$ cat config.mk
export PLATFORM = sky130hd
export DESIGN_NAME = bpu_top
export DESIGN_NICKNAME = d
export VERILOG_FILES = /design/src/common/bpu_pkg.sv /design/src/btb/btb.sv /design/src/gshare/gshare.sv /design/src/verilog/bpu_csr.sv /design/src/verilog/bpu_top.sv /design/src/verilog/branch_predictor.sv
export SDC_FILE = /design/constraint.sdc
export NUM_CORES = 1
export LEC_CHECK = 0
export BUFFER_PORTS_ARGS = -buffer_cell sky130_fd_sc_hd__buf_2
export CAP_MARGIN = 20
export CORE_MARGIN = 4
export CORE_UTILIZATION = 60
export CTS_CLUSTER_SIZE = 30
export DETAILED_ROUTE_END_ITERATION = 8
export PLACE_DENSITY = 0.78
export SKIP_CTS_REPAIR_TIMING = 1
export SYNTH_ARGS = -nofsm -noshare
export SYNTH_HDL_FRONTEND = slang
export SYNTH_SLANG_ARGS = --single-unit
$ cat constraint.sdc
create_clock -name clk_i -period 7.47 [get_ports clk_i]
set_input_delay 1.1205 -clock clk_i [delete_from_list [all_inputs] [get_ports clk_i]]
set_output_delay 1.1205 -clock clk_i [all_outputs]
set_load 0.02 [all_outputs]
$ cat src/common/bpu_pkg.sv
// Shared definitions for the branch prediction unit
// Widths, table sizes, counter encoding and APB register map

package bpu_pkg;

  // ----------------------------------------
  // Datapath widths
  // ----------------------------------------

  // PC and target width
  localparam int unsigned XLEN = 32;

  // Low PC bits skipped by every index, word-aligned instructions
  localparam int unsigned OFFSET = 2;

  // ----------------------------------------
  // Direction predictor
  // ----------------------------------------

  // Global history length, also log2 of the PHT rows
  localparam int unsigned HLEN = 4;

  // Two-bit saturating counter, MSB set means taken
  typedef enum logic [1:0] {
    SNT = 2'b00,
    WNT = 2'b01,
    WT  = 2'b10,
    ST  = 2'b11
  } c2b_t;

  // Counter value after reset and after a flush
  localparam c2b_t C2B_INIT = WNT;

  // ----------------------------------------
  // Branch target buffer
  // ----------------------------------------

  // log2 of the BTB rows
  localparam int unsigned BTB_BITS = 4;

  // Tag holds all PC bits above the index
  localparam int unsigned BTB_TAG_W = XLEN - BTB_BITS - OFFSET;

  // ----------------------------------------
  // APB register block
  // ----------------------------------------

  localparam int unsigned APB_AW = 4;

  // Statistics counter width, also the APB data width
  localparam int unsigned CNT_W = 32;

  // Register offsets
  localparam logic [APB_AW-1:0] REG_CTRL     = 'h0;
  localparam logic [APB_AW-1:0] REG_RES_CNT  = 'h4;
  localparam logic [APB_AW-1:0] REG_MISP_CNT = 'h8;

  // Bit positions inside CTRL
  localparam int unsigned CTRL_EN_BIT    = 0;
  localparam int unsigned CTRL_FLUSH_BIT = 1;

endpackage

$ cat src/btb/btb.sv
// Direct-mapped branch target buffer
// Stores a tag, a target and a valid bit per row

`timescale 1ns/100ps

module btb (
  input  logic                     clk_i,
  input  logic                     rst_n_i,
  input  logic                     flush_i,
  input  logic [bpu_pkg::XLEN-1:0] lookup_pc_i,
  input  logic                     upd_valid_i,
  input  logic [bpu_pkg::XLEN-1:0] upd_pc_i,
  input  logic [bpu_pkg::XLEN-1:0] upd_target_i,
  output logic                     hit_o,
  output logic [bpu_pkg::XLEN-1:0] target_o
);

  import bpu_pkg::*;

  localparam int unsigned BtbRows = 1 << BTB_BITS;

  // ----------------------------------------
  // Storage
  // ----------------------------------------

  // Valid bits are control state and get the reset
  logic [BtbRows-1:0]   valid_q;
  // Tag and target rows, meaningless while the row is invalid
  logic [BTB_TAG_W-1:0] tag_q    [BtbRows];
  logic [XLEN-1:0]      target_q [BtbRows];

  // Index and tag fields of both PCs
  logic [BTB_BITS-1:0]  lkp_idx;
  logic [BTB_TAG_W-1:0] lkp_tag;
  logic [BTB_BITS-1:0]  upd_idx;
  logic [BTB_TAG_W-1:0] upd_tag;

  // Index sits right above the word offset, tag takes the rest
  assign lkp_idx = lookup_pc_i[BTB_BITS+OFFSET-1:OFFSET];
  assign lkp_tag = lookup_pc_i[XLEN-1:BTB_BITS+OFFSET];
  assign upd_idx = upd_pc_i[BTB_BITS+OFFSET-1:OFFSET];
  assign upd_tag = upd_pc_i[XLEN-1:BTB_BITS+OFFSET];

  // ----------------------------------------
  // Update
  // ----------------------------------------

  // Flush invalidates every row and blocks a same-cycle update
  always_ff @(posedge clk_i or negedge rst_n_i) begin
    if (!rst_n_i) begin
      valid_q <= '0;
    end else if (flush_i) begin
      valid_q <= '0;
    end else if (upd_valid_i) begin
      valid_q[upd_idx] <= 1'b1;
    end
  end

  // Payload rows
  always_ff @(posedge clk_i) begin
    if (upd_valid_i && !flush_i) begin
      tag_q[upd_idx]    <= upd_tag;
      target_q[upd_idx] <= upd_target_i;
    end
  end

  // ----------------------------------------
  // Lookup
  // ----------------------------------------

  // Hit needs a live row whose tag matches the fetch PC
  assign hit_o    = valid_q[lkp_idx] && (tag_q[lkp_idx] == lkp_tag);
  // Raw target, masked further up when there is no hit
  assign target_o = target_q[lkp_idx];

endmodule

$ cat src/gshare/gshare.sv
// Gshare direction predictor
// Global history XOR PC bits selects a two-bit saturating counter

`timescale 1ns/100ps

module gshare #(
  parameter int unsigned HLEN = bpu_pkg::HLEN
) (
  input  logic                     clk_i,
  input  logic                     rst_n_i,
  input  logic                     flush_i,
  input  logic [bpu_pkg::XLEN-1:0] curr_pc_i,
  input  logic                     res_valid_i,
  input  logic [bpu_pkg::XLEN-1:0] res_pc_i,
  input  logic                     res_taken_i,
  output logic                     taken_o
);

  import bpu_pkg::*;

  localparam int unsigned PhtRows = 1 << HLEN;

  // Global outcome history, newest outcome in bit 0
  logic [HLEN-1:0] history_q;
  // Pattern history table
  c2b_t            pht_q [PhtRows];
  // Read index from fetch, write index from the resolution
  logic [HLEN-1:0] idx_rd;
  logic [HLEN-1:0] idx_wr;
  // Next value of the counter being trained
  c2b_t            cnt_next;

  // Hash the history with the word-address bits
  assign idx_rd = history_q ^ curr_pc_i[HLEN+OFFSET-1:OFFSET];
  assign idx_wr = history_q ^ res_pc_i[HLEN+OFFSET-1:OFFSET];

  // ----------------------------------------
  // Counter step, saturating at both ends
  // ----------------------------------------
  always_comb begin
    cnt_next = pht_q[idx_wr];
    case (pht_q[idx_wr])
      SNT:     cnt_next = res_taken_i ? WNT : SNT;
      WNT:     cnt_next = res_taken_i ? WT  : SNT;
      WT:      cnt_next = res_taken_i ? ST  : WNT;
      ST:      cnt_next = res_taken_i ? ST  : WT;
      default: cnt_next = C2B_INIT;
    endcase
  end

  // History shift register, flush wins over training
  always_ff @(posedge clk_i or negedge rst_n_i) begin
    if (!rst_n_i) begin
      history_q <= '0;
    end else if (flush_i) begin
      history_q <= '0;
    end else if (res_valid_i) begin
      history_q <= {history_q[HLEN-2:0], res_taken_i};
    end
  end

  // Counter table, every row back to the initial state on flush
  always_ff @(posedge clk_i or negedge rst_n_i) begin
    if (!rst_n_i) begin
      for (int i = 0; i < PhtRows; i++) begin
        pht_q[i] <= C2B_INIT;
      end
    end else if (flush_i) begin
      for (int i = 0; i < PhtRows; i++) begin
        pht_q[i] <= C2B_INIT;
      end
    end else if (res_valid_i) begin
      pht_q[idx_wr] <= cnt_next;
    end
  end

  // Taken when the counter MSB is set
  assign taken_o = pht_q[idx_rd][1];

endmodule

$ cat src/verilog/bpu_csr.sv
// APB register block of the branch predictor
// Enable bit, write-one flush and resolution statistics

`timescale 1ns/100ps

module bpu_csr (
  input  logic                       clk_i,
  input  logic                       rst_n_i,
  // APB slave, zero wait states
  input  logic                       psel_i,
  input  logic                       penable_i,
  input  logic                       pwrite_i,
  input  logic [bpu_pkg::APB_AW-1:0] paddr_i,
  input  logic [bpu_pkg::CNT_W-1:0]  pwdata_i,
  output logic [bpu_pkg::CNT_W-1:0]  prdata_o,
  // Resolutions from execute
  input  logic                       res_valid_i,
  input  logic                       res_mispredict_i,
  // Control towards the predictor
  output logic                       enable_o,
  output logic                       csr_flush_o
);

  import bpu_pkg::*;

  // Access phase strobes
  logic apb_wr;
  logic apb_rd;
  // Per-register write selects
  logic wr_ctrl;
  logic wr_res;
  logic wr_misp;

  // Register state
  logic             enable_q;
  logic             flush_q;
  logic [CNT_W-1:0] res_cnt_q;
  logic [CNT_W-1:0] misp_cnt_q;

  // ----------------------------------------
  // APB decode
  // ----------------------------------------

  // Access phase completes in the cycle penable is high
  assign apb_wr = psel_i & penable_i & pwrite_i;
  assign apb_rd = psel_i & penable_i & ~pwrite_i;

  assign wr_ctrl = apb_wr && (paddr_i == REG_CTRL);
  assign wr_res  = apb_wr && (paddr_i == REG_RES_CNT);
  assign wr_misp = apb_wr && (paddr_i == REG_MISP_CNT);

  // ----------------------------------------
  // Control register
  // ----------------------------------------
  always_ff @(posedge clk_i or negedge rst_n_i) begin
    if (!rst_n_i) begin
      enable_q <= 1'b0;
      flush_q  <= 1'b0;
    end else begin
      // Flush bit is a single-cycle pulse, never stored
      flush_q <= wr_ctrl & pwdata_i[CTRL_FLUSH_BIT];
      if (wr_ctrl) begin
        enable_q <= pwdata_i[CTRL_EN_BIT];
      end
    end
  end

  // ----------------------------------------
  // Statistics counters
  // ----------------------------------------

  // A write to a counter clears it and beats the increment
  always_ff @(posedge clk_i or negedge rst_n_i) begin
    if (!rst_n_i) begin
      res_cnt_q  <= '0;
      misp_cnt_q <= '0;
    end else begin
      if (wr_res) begin
        res_cnt_q <= '0;
      end else if (res_valid_i) begin
        res_cnt_q <= res_cnt_q + CNT_W'(1);
      end
      if (wr_misp) begin
        misp_cnt_q <= '0;
      end else if (res_valid_i && res_mispredict_i) begin
        misp_cnt_q <= misp_cnt_q + CNT_W'(1);
      end
    end
  end

  // Read data, only during the access phase of a read
  always_comb begin
    prdata_o = '0;
    if (apb_rd) begin
      case (paddr_i)
        REG_CTRL:     prdata_o[CTRL_EN_BIT] = enable_q;
        REG_RES_CNT:  prdata_o = res_cnt_q;
        REG_MISP_CNT: prdata_o = misp_cnt_q;
        default:      prdata_o = '0;
      endcase
    end
  end

  assign enable_o    = enable_q;
  assign csr_flush_o = flush_q;

endmodule

$ cat src/verilog/bpu_top.sv
// Branch prediction unit top level
// APB register block next to the prediction datapath

`timescale 1ns/100ps

module bpu_top (
  input  logic                       clk_i,
  input  logic                       rst_n_i,
  // APB slave
  input  logic                       psel_i,
  input  logic                       penable_i,
  input  logic                       pwrite_i,
  input  logic [bpu_pkg::APB_AW-1:0] paddr_i,
  input  logic [bpu_pkg::CNT_W-1:0]  pwdata_i,
  output logic [bpu_pkg::CNT_W-1:0]  prdata_o,
  // Fetch
  input  logic [bpu_pkg::XLEN-1:0]   fetch_pc_i,
  output logic                       pred_taken_o,
  output logic [bpu_pkg::XLEN-1:0]   pred_target_o,
  // Resolution from execute
  input  logic                       res_valid_i,
  input  logic [bpu_pkg::XLEN-1:0]   res_pc_i,
  input  logic [bpu_pkg::XLEN-1:0]   res_target_i,
  input  logic                       res_taken_i,
  input  logic                       res_mispredict_i,
  // Pipeline flush
  input  logic                       flush_i
);

  // CSR control towards the datapath
  logic enable;
  logic csr_flush;

  bpu_csr u_csr (
    .clk_i            (clk_i),
    .rst_n_i          (rst_n_i),
    .psel_i           (psel_i),
    .penable_i        (penable_i),
    .pwrite_i         (pwrite_i),
    .paddr_i          (paddr_i),
    .pwdata_i         (pwdata_i),
    .prdata_o         (prdata_o),
    .res_valid_i      (res_valid_i),
    .res_mispredict_i (res_mispredict_i),
    .enable_o         (enable),
    .csr_flush_o      (csr_flush)
  );

  branch_predictor u_pred (
    .clk_i         (clk_i),
    .rst_n_i       (rst_n_i),
    .flush_i       (flush_i),
    .csr_flush_i   (csr_flush),
    .enable_i      (enable),
    .fetch_pc_i    (fetch_pc_i),
    .res_valid_i   (res_valid_i),
    .res_pc_i      (res_pc_i),
    .res_target_i  (res_target_i),
    .res_taken_i   (res_taken_i),
    .pred_taken_o  (pred_taken_o),
    .pred_target_o (pred_target_o)
  );

endmodule

$ cat src/verilog/branch_predictor.sv
// Prediction datapath
// Joins gshare direction, BTB hit and the enable bit into one prediction

`timescale 1ns/100ps

module branch_predictor (
  input  logic                     clk_i,
  input  logic                     rst_n_i,
  input  logic                     flush_i,
  input  logic                     csr_flush_i,
  input  logic                     enable_i,
  input  logic [bpu_pkg::XLEN-1:0] fetch_pc_i,
  input  logic                     res_valid_i,
  input  logic [bpu_pkg::XLEN-1:0] res_pc_i,
  input  logic [bpu_pkg::XLEN-1:0] res_target_i,
  input  logic                     res_taken_i,
  output logic                     pred_taken_o,
  output logic [bpu_pkg::XLEN-1:0] pred_target_o
);

  import bpu_pkg::*;

  // Pipeline flush and CSR flush clear the same state
  logic            tbl_flush;
  logic            gs_taken;
  logic            btb_hit;
  logic [XLEN-1:0] btb_target;

  assign tbl_flush = flush_i | csr_flush_i;

  gshare u_gshare (
    .clk_i       (clk_i),
    .rst_n_i     (rst_n_i),
    .flush_i     (tbl_flush),
    .curr_pc_i   (fetch_pc_i),
    .res_valid_i (res_valid_i),
    .res_pc_i    (res_pc_i),
    .res_taken_i (res_taken_i),
    .taken_o     (gs_taken)
  );

  // Only taken branches allocate a BTB row
  btb u_btb (
    .clk_i        (clk_i),
    .rst_n_i      (rst_n_i),
    .flush_i      (tbl_flush),
    .lookup_pc_i  (fetch_pc_i),
    .upd_valid_i  (res_valid_i & res_taken_i),
    .upd_pc_i     (res_pc_i),
    .upd_target_i (res_target_i),
    .hit_o        (btb_hit),
    .target_o     (btb_target)
  );

  // Predict taken only with a known target
  assign pred_taken_o  = enable_i & btb_hit & gs_taken;
  assign pred_target_o = pred_taken_o ? btb_target : '0;

endmodule
==> results.sh, run 1 <==
export IMPL_drt_pass1_iter_count=6
export IMPL_nets=2553
export IMPL_postRouteAntennaNets=0
export IMPL_p_sw_share_pct=21.2
export IMPL_dieArea_mm2=0.0757
export IMPL_cp_required_ps=6350
export IMPL_cp_cell_sequence="buf_2 > buf_4 > buf_4 > mux2i_1 > a22o_1 > o21ai_0 > a21o_1 > a221oi_2 > nand4_1 > buf_4 > nor4b_1 > buf_2"
export IMPL_path_buf_inv=5
export IMPL_setup_tns_ps=0
export IMPL_intPower_mw=9.88
export IMPL_grt_total_usage_pct=28.0
export IMPL_yosysSeqAreaShare_pct=72.0
export IMPL_grt_max_degree=92
export IMPL_gp_congestion=0.868
export IMPL_max_stage_delay_ps=650
export IMPL_rows=97
export IMPL_yosys_most_used_dff="edfxtp_1"
export IMPL_tightest_slew_ps=1130
export IMPL_critPathKind="in -> out"
export IMPL_p_sw_mw=2.66
export IMPL_r2r_end="u_pred.u_gshare.pht_q[1]"
export IMPL_hold_ws_ps=420
export IMPL_wl_per_cell_um=30.2
export IMPL_cp_max_fo=33
export IMPL_cts_tree="done"
export IMPL_endpoint="pred_target_o[0]"
export IMPL_area_growth_pct=12.9
export IMPL_slowest_stage="nor4b_1"
export IMPL_vias=23100
export IMPL_dp_hpwl_um=54500
export IMPL_clkTransAtPathRegs_ps=60
export IMPL_clock_fmax_ghz=0.156
export IMPL_grt_overflow_total=0
export IMPL_synth_edf_count=928
export IMPL_reg2regPathDepth=6
export IMPL_critPathArrivalTime_ps=5290
export IMPL_top_level_ports=206
export IMPL_cts_root_buf="clkbuf_16"
export IMPL_avgViaCountPerCell=6.71
export IMPL_r2r_start="u_pred.u_gshare.history_q[1]"
export IMPL_fin_util_pct=68.7
export IMPL_hold_violations=0
export IMPL_slew_violations=0
export IMPL_drc=0
export IMPL_pre_cts_ws_ps=1200
export IMPL_maxCapViolations=0
export IMPL_antenna_found_initial=17
export IMPL_p_comb_share_pct=5.3
export IMPL_crit_cells=12
export IMPL_cts_sinks=1046
export IMPL_die_h_um=275
export IMPL_grt_pass1_wl_um=155000
export IMPL_cp_top_family="buffers and inverters"
export IMPL_synth_area_top_cells="edfxtp_1 (65%), mux4_2 (13%), dfrtp_1 (6.0%)"
export IMPL_clock_latency_ps=670
export IMPL_slew_headroom_pct=24.5
export IMPL_avgSynthCellArea_um2=19.5
export IMPL_syn_area_mm2=0.0428
export IMPL_htreeDepth=3
export IMPL_numCtsBuffers=104
export IMPL_yosysWarnings=0
export IMPL_worst_path_most_repeated_cell="buf_4"
export IMPL_worstSetupStartpoint="fetch_pc_i[5]"
export IMPL_drtIter0Drc=3218
export IMPL_setup_ws_ps=1060
export IMPL_layout_drive_gt1_share_pct=28.6
export IMPL_initial_utilization_pct=60.8
export IMPL_rsz0062_at_grt="false"
export IMPL_first_global_vias=23700
export IMPL_power_share_clock_pct=42.8
export IMPL_die_width_um=275
export IMPL_ff2ff_setup_slack_ps=4120
export IMPL_ir_drop_uv=181
export IMPL_status="complete, no violations"
export IMPL_setup_violations=0
export IMPL_fin_crit_sh_pct=85.8
export IMPL_worstSetupStartpointType="primary input"
export IMPL_coreArea_mm2=0.0704
export IMPL_yosysUniqueCellTypes=64
export IMPL_synth_nets=2344
export IMPL_seq_power_share_pct=51.9
export IMPL_fin_skew_ps=20.0
export IMPL_ys_seq_elements=1046
export IMPL_min_path_type="in -> async"
export IMPL_wl_um=104000
export IMPL_synth_top_area_share_pct=65.1
export IMPL_setup_worst_path_end_class="primary output"
export IMPL_portBuffers=171
export IMPL_p_leak_nw=16.6
export IMPL_period_minus_slack_ps=6410
export IMPL_synthCells=2201
export IMPL_cts_path_max_buffers=3
export IMPL_yosysTopAreaCell="edfxtp_1"
export IMPL_async_flop_share_pct=11.3
export IMPL_powerDensity_mw_per_mm2=259
==> synthesized netlist by cell type (18+ instances only) <==
cell type and n:
a21o_1 18, a22oi_1 38, mux4_2 255, xor2_1 57, nand2_1 79, xnor2_1 41
mux2i_1 76, edfxtp_1 928, nand3_1 57, nor2_1 135, nand4_1 20, nor4b_4 29
o21ai_0 50, a21oi_1 36, clkbuf_1 48, buf_2 42, dfrtp_1 102
==> sequential cells by signal (all words and copies together), names as in the netlist <==
signal and flops:
u_csr.misp_cnt_q 32, u_pred.u_gshare.pht_q 32, u_csr.csr_flush_o 1, u_csr.enable_o 1, u_pred.u_btb.target_q 512, u_pred.u_btb.tag_q 416, u_pred.u_gshare.history_q 4, u_pred.u_btb.valid_q 16
u_csr.res_cnt_q 32
==> stage by stage <==
| step | power, mW | std cells | area, um^2 |
|---|---|---|---|
| after global routing | 12.9 | 3442 | 48400 |
| after floorplan | 7.04 | 2201 | 42800 |
| after detailed placement | 7.27 | 3240 | 44700 |
| final | 12.5 | 3450 | 48400 |
| after CTS | 12.6 | 3432 | 48300 |
| after global placement | 7.24 | 3240 | 44700 |
==> power groups by stage <==
stage	combinational (mW)	sequential (mW)	clock (mW)
floorplan	0.432	6.61	0
global placement	0.620	6.62	0
detailed placement	0.643	6.63	0
CTS	0.659	6.51	5.43
global route	0.716	6.52	5.71
finish	0.661	6.51	5.37
==> layout make-up <==
type,instances,area (um^2)
antenna,14,35.0
clock buffer,118,2680
clock inverter,74,837
fill,4214,22000
inverter,6,23.8
multi-input combinational,1025,11400
sequential,1046,30800
tap,940,1180
timing repair buffer,227,1410
==> cell families (layout without fill, tap and decap cells) <==
kind of cell	after synthesis	count (layout)	share of synthesized area, %
adders and majority gates	3	3	0.0818
AOI/OAI and AO/OA	178	178	2.69
and+or+nand+nor	400	400	5.66
other	0	14	0
buffers and inverters	130	425	1.74
xor gates and xnor gates	101	101	2.12
DFF	1046	1046	72.0
muxes	343	343	15.7
==> per-layer routing <==
layer  GRT usage, %  vias to the layer above  part of all wire (%)
li1               -                     9363                     -
met1           38.2                    12000                    37
met2           46.6                     1481                    51
met3           5.03                      249                   9.3
met4           9.53                        6                   3.2
met5              0                        -                 0.039
==> worst min-delay path by stage <==
stage | slack [ps] | end | startpoint | cells after the start
6_report | 420 | u_pred.u_gshare.pht_q[5] | rst_n_i | 1
3_5_place_dp | 460 | u_pred.u_btb.valid_q[6] | u_pred.u_btb.valid_q[6] | 1
2_1_floorplan | 440 | u_pred.u_btb.valid_q[10] | u_pred.u_btb.valid_q[10] | 1
3_3_place_gp | 460 | u_pred.u_btb.valid_q[11] | u_pred.u_btb.valid_q[11] | 1
4_1_cts | 410 | u_pred.u_gshare.pht_q[5] | rst_n_i | 1
5_1_grt | 450 | u_pred.u_gshare.pht_q[5] | rst_n_i | 1
==> layout by cell type, fill, tap and decap left out, drive strengths merged, types with 9 or more instances in the layout <==
cell / netlist / final
dfstp: 16 / 16
nor2b: 9 / 9
nand2: 79 / 79
nand4: 20 / 20
mux4: 261 / 261
edfxtp: 928 / 928
or3: 14 / 14
bufinv: 0 / 17
clkinv: 0 / 47
nor4b: 33 / 33
diode: 0 / 14
a21o: 18 / 18
clkbuf: 48 / 118
mux2i: 76 / 76
nor3: 19 / 19
xnor2: 41 / 41
dfrtp: 102 / 102
buf: 76 / 227
a22oi: 38 / 38
o21ai: 51 / 51
a21oi: 36 / 36
xor2: 60 / 60
nand3: 57 / 57
nor2: 135 / 135
inv: 6 / 9
Power figures use the tool's default switching activity.
==> run 2, diff against run 1 <==
--- a/config.mk
+++ b/config.mk
@@ -9,6 +9,7 @@
 export CAP_MARGIN = 20
 export CORE_MARGIN = 4
 export CORE_UTILIZATION = 60
+export CTS_CLUSTER_DIAMETER = 200
 export CTS_CLUSTER_SIZE = 30
 export DETAILED_ROUTE_END_ITERATION = 8
 export PLACE_DENSITY = 0.78
==> constraint.sdc (replaced) <==
create_clock -name clk_i -period 6.82 [get_ports clk_i]
set_input_delay 1.023 -clock clk_i [delete_from_list [all_inputs] [get_ports clk_i]]
set_output_delay 1.023 -clock clk_i [all_outputs]
set_load 0.02 [all_outputs]
==> run 2 against run 1 <==
  * Design area down 4.9%
  * Worst setup slack worse by 220 ps
  * Die area unchanged
  * Largest cell class unchanged
  * Cell count down 4.3%
  * Critical path type unchanged
  * Core utilization down 3.3 points
  * Combinational power up 6.4%
  * Clock skew about the same
  * Clock power down 44%
  * Sequential share of layout area up 3.3 points
  * First-iteration DRC count down 12%
  * Worst hold slack better by 19 ps
==> results.sh, run 2 (same netlist as run 1, synthesis figures left out) <==
export IMPL_slew_violations=0
export IMPL_drc=0
export IMPL_cp_required_ps=5800
export IMPL_fin_util_pct=65.4
export IMPL_clock_latency_ps=620
export IMPL_cts_path_max_buffers=3
export IMPL_cp_top_family="buffers and inverters"
export IMPL_maxCapViolations=0
export IMPL_powerDensity_mw_per_mm2=235
export IMPL_numCtsBuffers=40
export IMPL_cts_root_buf="clkbuf_16"
export IMPL_postRouteAntennaNets=0
export IMPL_worstSetupStartpoint="fetch_pc_i[4]"
export IMPL_rsz0062_at_grt="false"
export IMPL_top_level_ports=206
export IMPL_antenna_found_initial=13
export IMPL_fin_skew_ps=19.5
export IMPL_slew_headroom_pct=28.2
export IMPL_ir_drop_uv=179
export IMPL_multi_input_area_mm2=0.0114
export IMPL_reg_top3="u_pred.u_btb.target_q: 512 flops, u_pred.u_btb.tag_q: 416 flops"
export IMPL_hold_violations=0
export IMPL_r2r_start="u_pred.u_gshare.history_q[0]"
export IMPL_portBuffers=171
export IMPL_setup_worst_path_end_class="primary output"
export IMPL_fillers=4500
export IMPL_area_growth_pct=7.44
export IMPL_gp_congestion=0.861
export IMPL_clkTransAtPathRegs_ps=120
export IMPL_dp_hpwl_um=53000
export IMPL_status="complete, no violations"
export IMPL_grt_max_degree=78
export IMPL_cp_cell_sequence="buf_8 > buf_4 > mux4_2 > mux2i_1 > xor2_1 > nand4_1 > o21ai_0 > nand4_1 > buf_4 > nor4b_1 > buf_2"
export IMPL_drtIter0Drc=2822
export IMPL_critPathArrivalTime_ps=4960
export IMPL_die_h_um=275
export IMPL_clock_fmax_ghz=0.167
export IMPL_drt_pass1_iter_count=7
export IMPL_reg2regPathDepth=6
export IMPL_cts_tree="done"
export IMPL_p_leak_nw=15.4
export IMPL_layout_drive_gt1_share_pct=25.3
export IMPL_wl_um=95800
export IMPL_cp_max_fo=64
export IMPL_fin_crit_sh_pct=87.7
export IMPL_fin_area_mm2=0.0460
export IMPL_crit_cells=11
export IMPL_die_width_um=275
export IMPL_wl_per_cell_um=29.0
export IMPL_slowest_stage="buf_4"
export IMPL_path_buf_inv=4
export IMPL_grt_overflow_total=0
export IMPL_top_register="u_pred.u_btb.target_q"
export IMPL_htreeDepth=2
export IMPL_nets=2480
export IMPL_first_global_vias=22100
export IMPL_rows=97
export IMPL_coreArea_mm2=0.0704
export IMPL_setup_violations=0
export IMPL_min_path_type="in -> async"
export IMPL_layout_common_cells="edfxtp_1 (928), mux4_2 (255), buf_2 (167)"
export IMPL_worstSetupStartpointType="primary input"
export IMPL_setup_tns_ps=0
export IMPL_grt_total_usage_pct=25.5
export IMPL_place_area_mm2=0.0448
export IMPL_largest_reg_flops=512
export IMPL_grt_pass1_wl_um=143000
export IMPL_regArea_mm2=0.0308
export IMPL_period_minus_slack_ps=5980
export IMPL_initial_utilization_pct=60.8
export IMPL_dieArea_mm2=0.0757
export IMPL_placedCellCount=3231
export IMPL_max_stage_delay_ps=820
export IMPL_layout_commonest_cell="edfxtp_1"
export IMPL_final_cells=3303
export IMPL_vias=21900
export IMPL_avgViaCountPerCell=6.62
export IMPL_tightest_slew_ps=1070
export IMPL_critPathKind="in -> out"
export IMPL_cts_sinks=1046
## run 2: cell types whose count changed in the layout (fill, tap and decap cells not counted), moves of 2 or more
| cell | previous run | this run |
|---|---|---|
| clkbuf_16 | 105 | 42 |
| clkinv_1 | 25 | 0 |
| clkinv_2 | 19 | 1 |
| buf_4 | 49 | 32 |
| bufinv_16 | 17 | 1 |
| buf_12 | 4 | 13 |
| clkinvlp_4 | 7 | 0 |
| diode_2 | 14 | 10 |
| inv_6 | 4 | 0 |
| buf_16 | 2 | 0 |
| buf_8 | 3 | 5 |
## run 2: cell type report
class	count	share of cell area (%)
flip-flops and latches	1046	67.0
well taps	940	2.56
clock buffers	56	2.40
inverters	6	0.0517
diodes	10	0.0544
multi-input cells	1025	24.7
clock inverters	2	0.101
repair buffers	218	3.09
## run 2: metal layers
layer / global-route usage, % / wire length (um)
met1: 35.5 / 36600
met3: 2.91 / 6980
met5: 0 / 28
met2: 44.4 / 50000
met4: 6.02 / 2180
## run 2: worst paths after layout
path                                        endpoint  slack, ps
max in group asynchronous        u_csr.res_cnt_q[29]       5090
max                                 pred_target_o[1]        840
min reg2reg                 u_pred.u_btb.valid_q[11]        490
max reg2reg                u_pred.u_gshare.pht_q[25]       3520
min in group clk_i          u_pred.u_btb.valid_q[11]        490
min                                u_csr.csr_flush_o        440
## run 2: per-stage QoR
step / total power, mW / hold WS, ps / worst slack, ps
detailed placement: 7.96 / 463 / 794
CTS: 10.9 / 428 / 775
finish: 10.8 / 439 / 837
global route: 11.2 / 481 / 530
floorplan: 7.71 / 444 / 446
global placement: 7.93 / 453 / 927
## run 2: where the power goes
part | leakage (nW) | total [mW] | internal, mW | switching [mW]
Sequential | 9.92 | 7.12 | 7.04 | 0.0746
Clock | 0.555 | 2.99 | 1.19 | 1.81
Combinational | 4.94 | 0.703 | 0.301 | 0.402
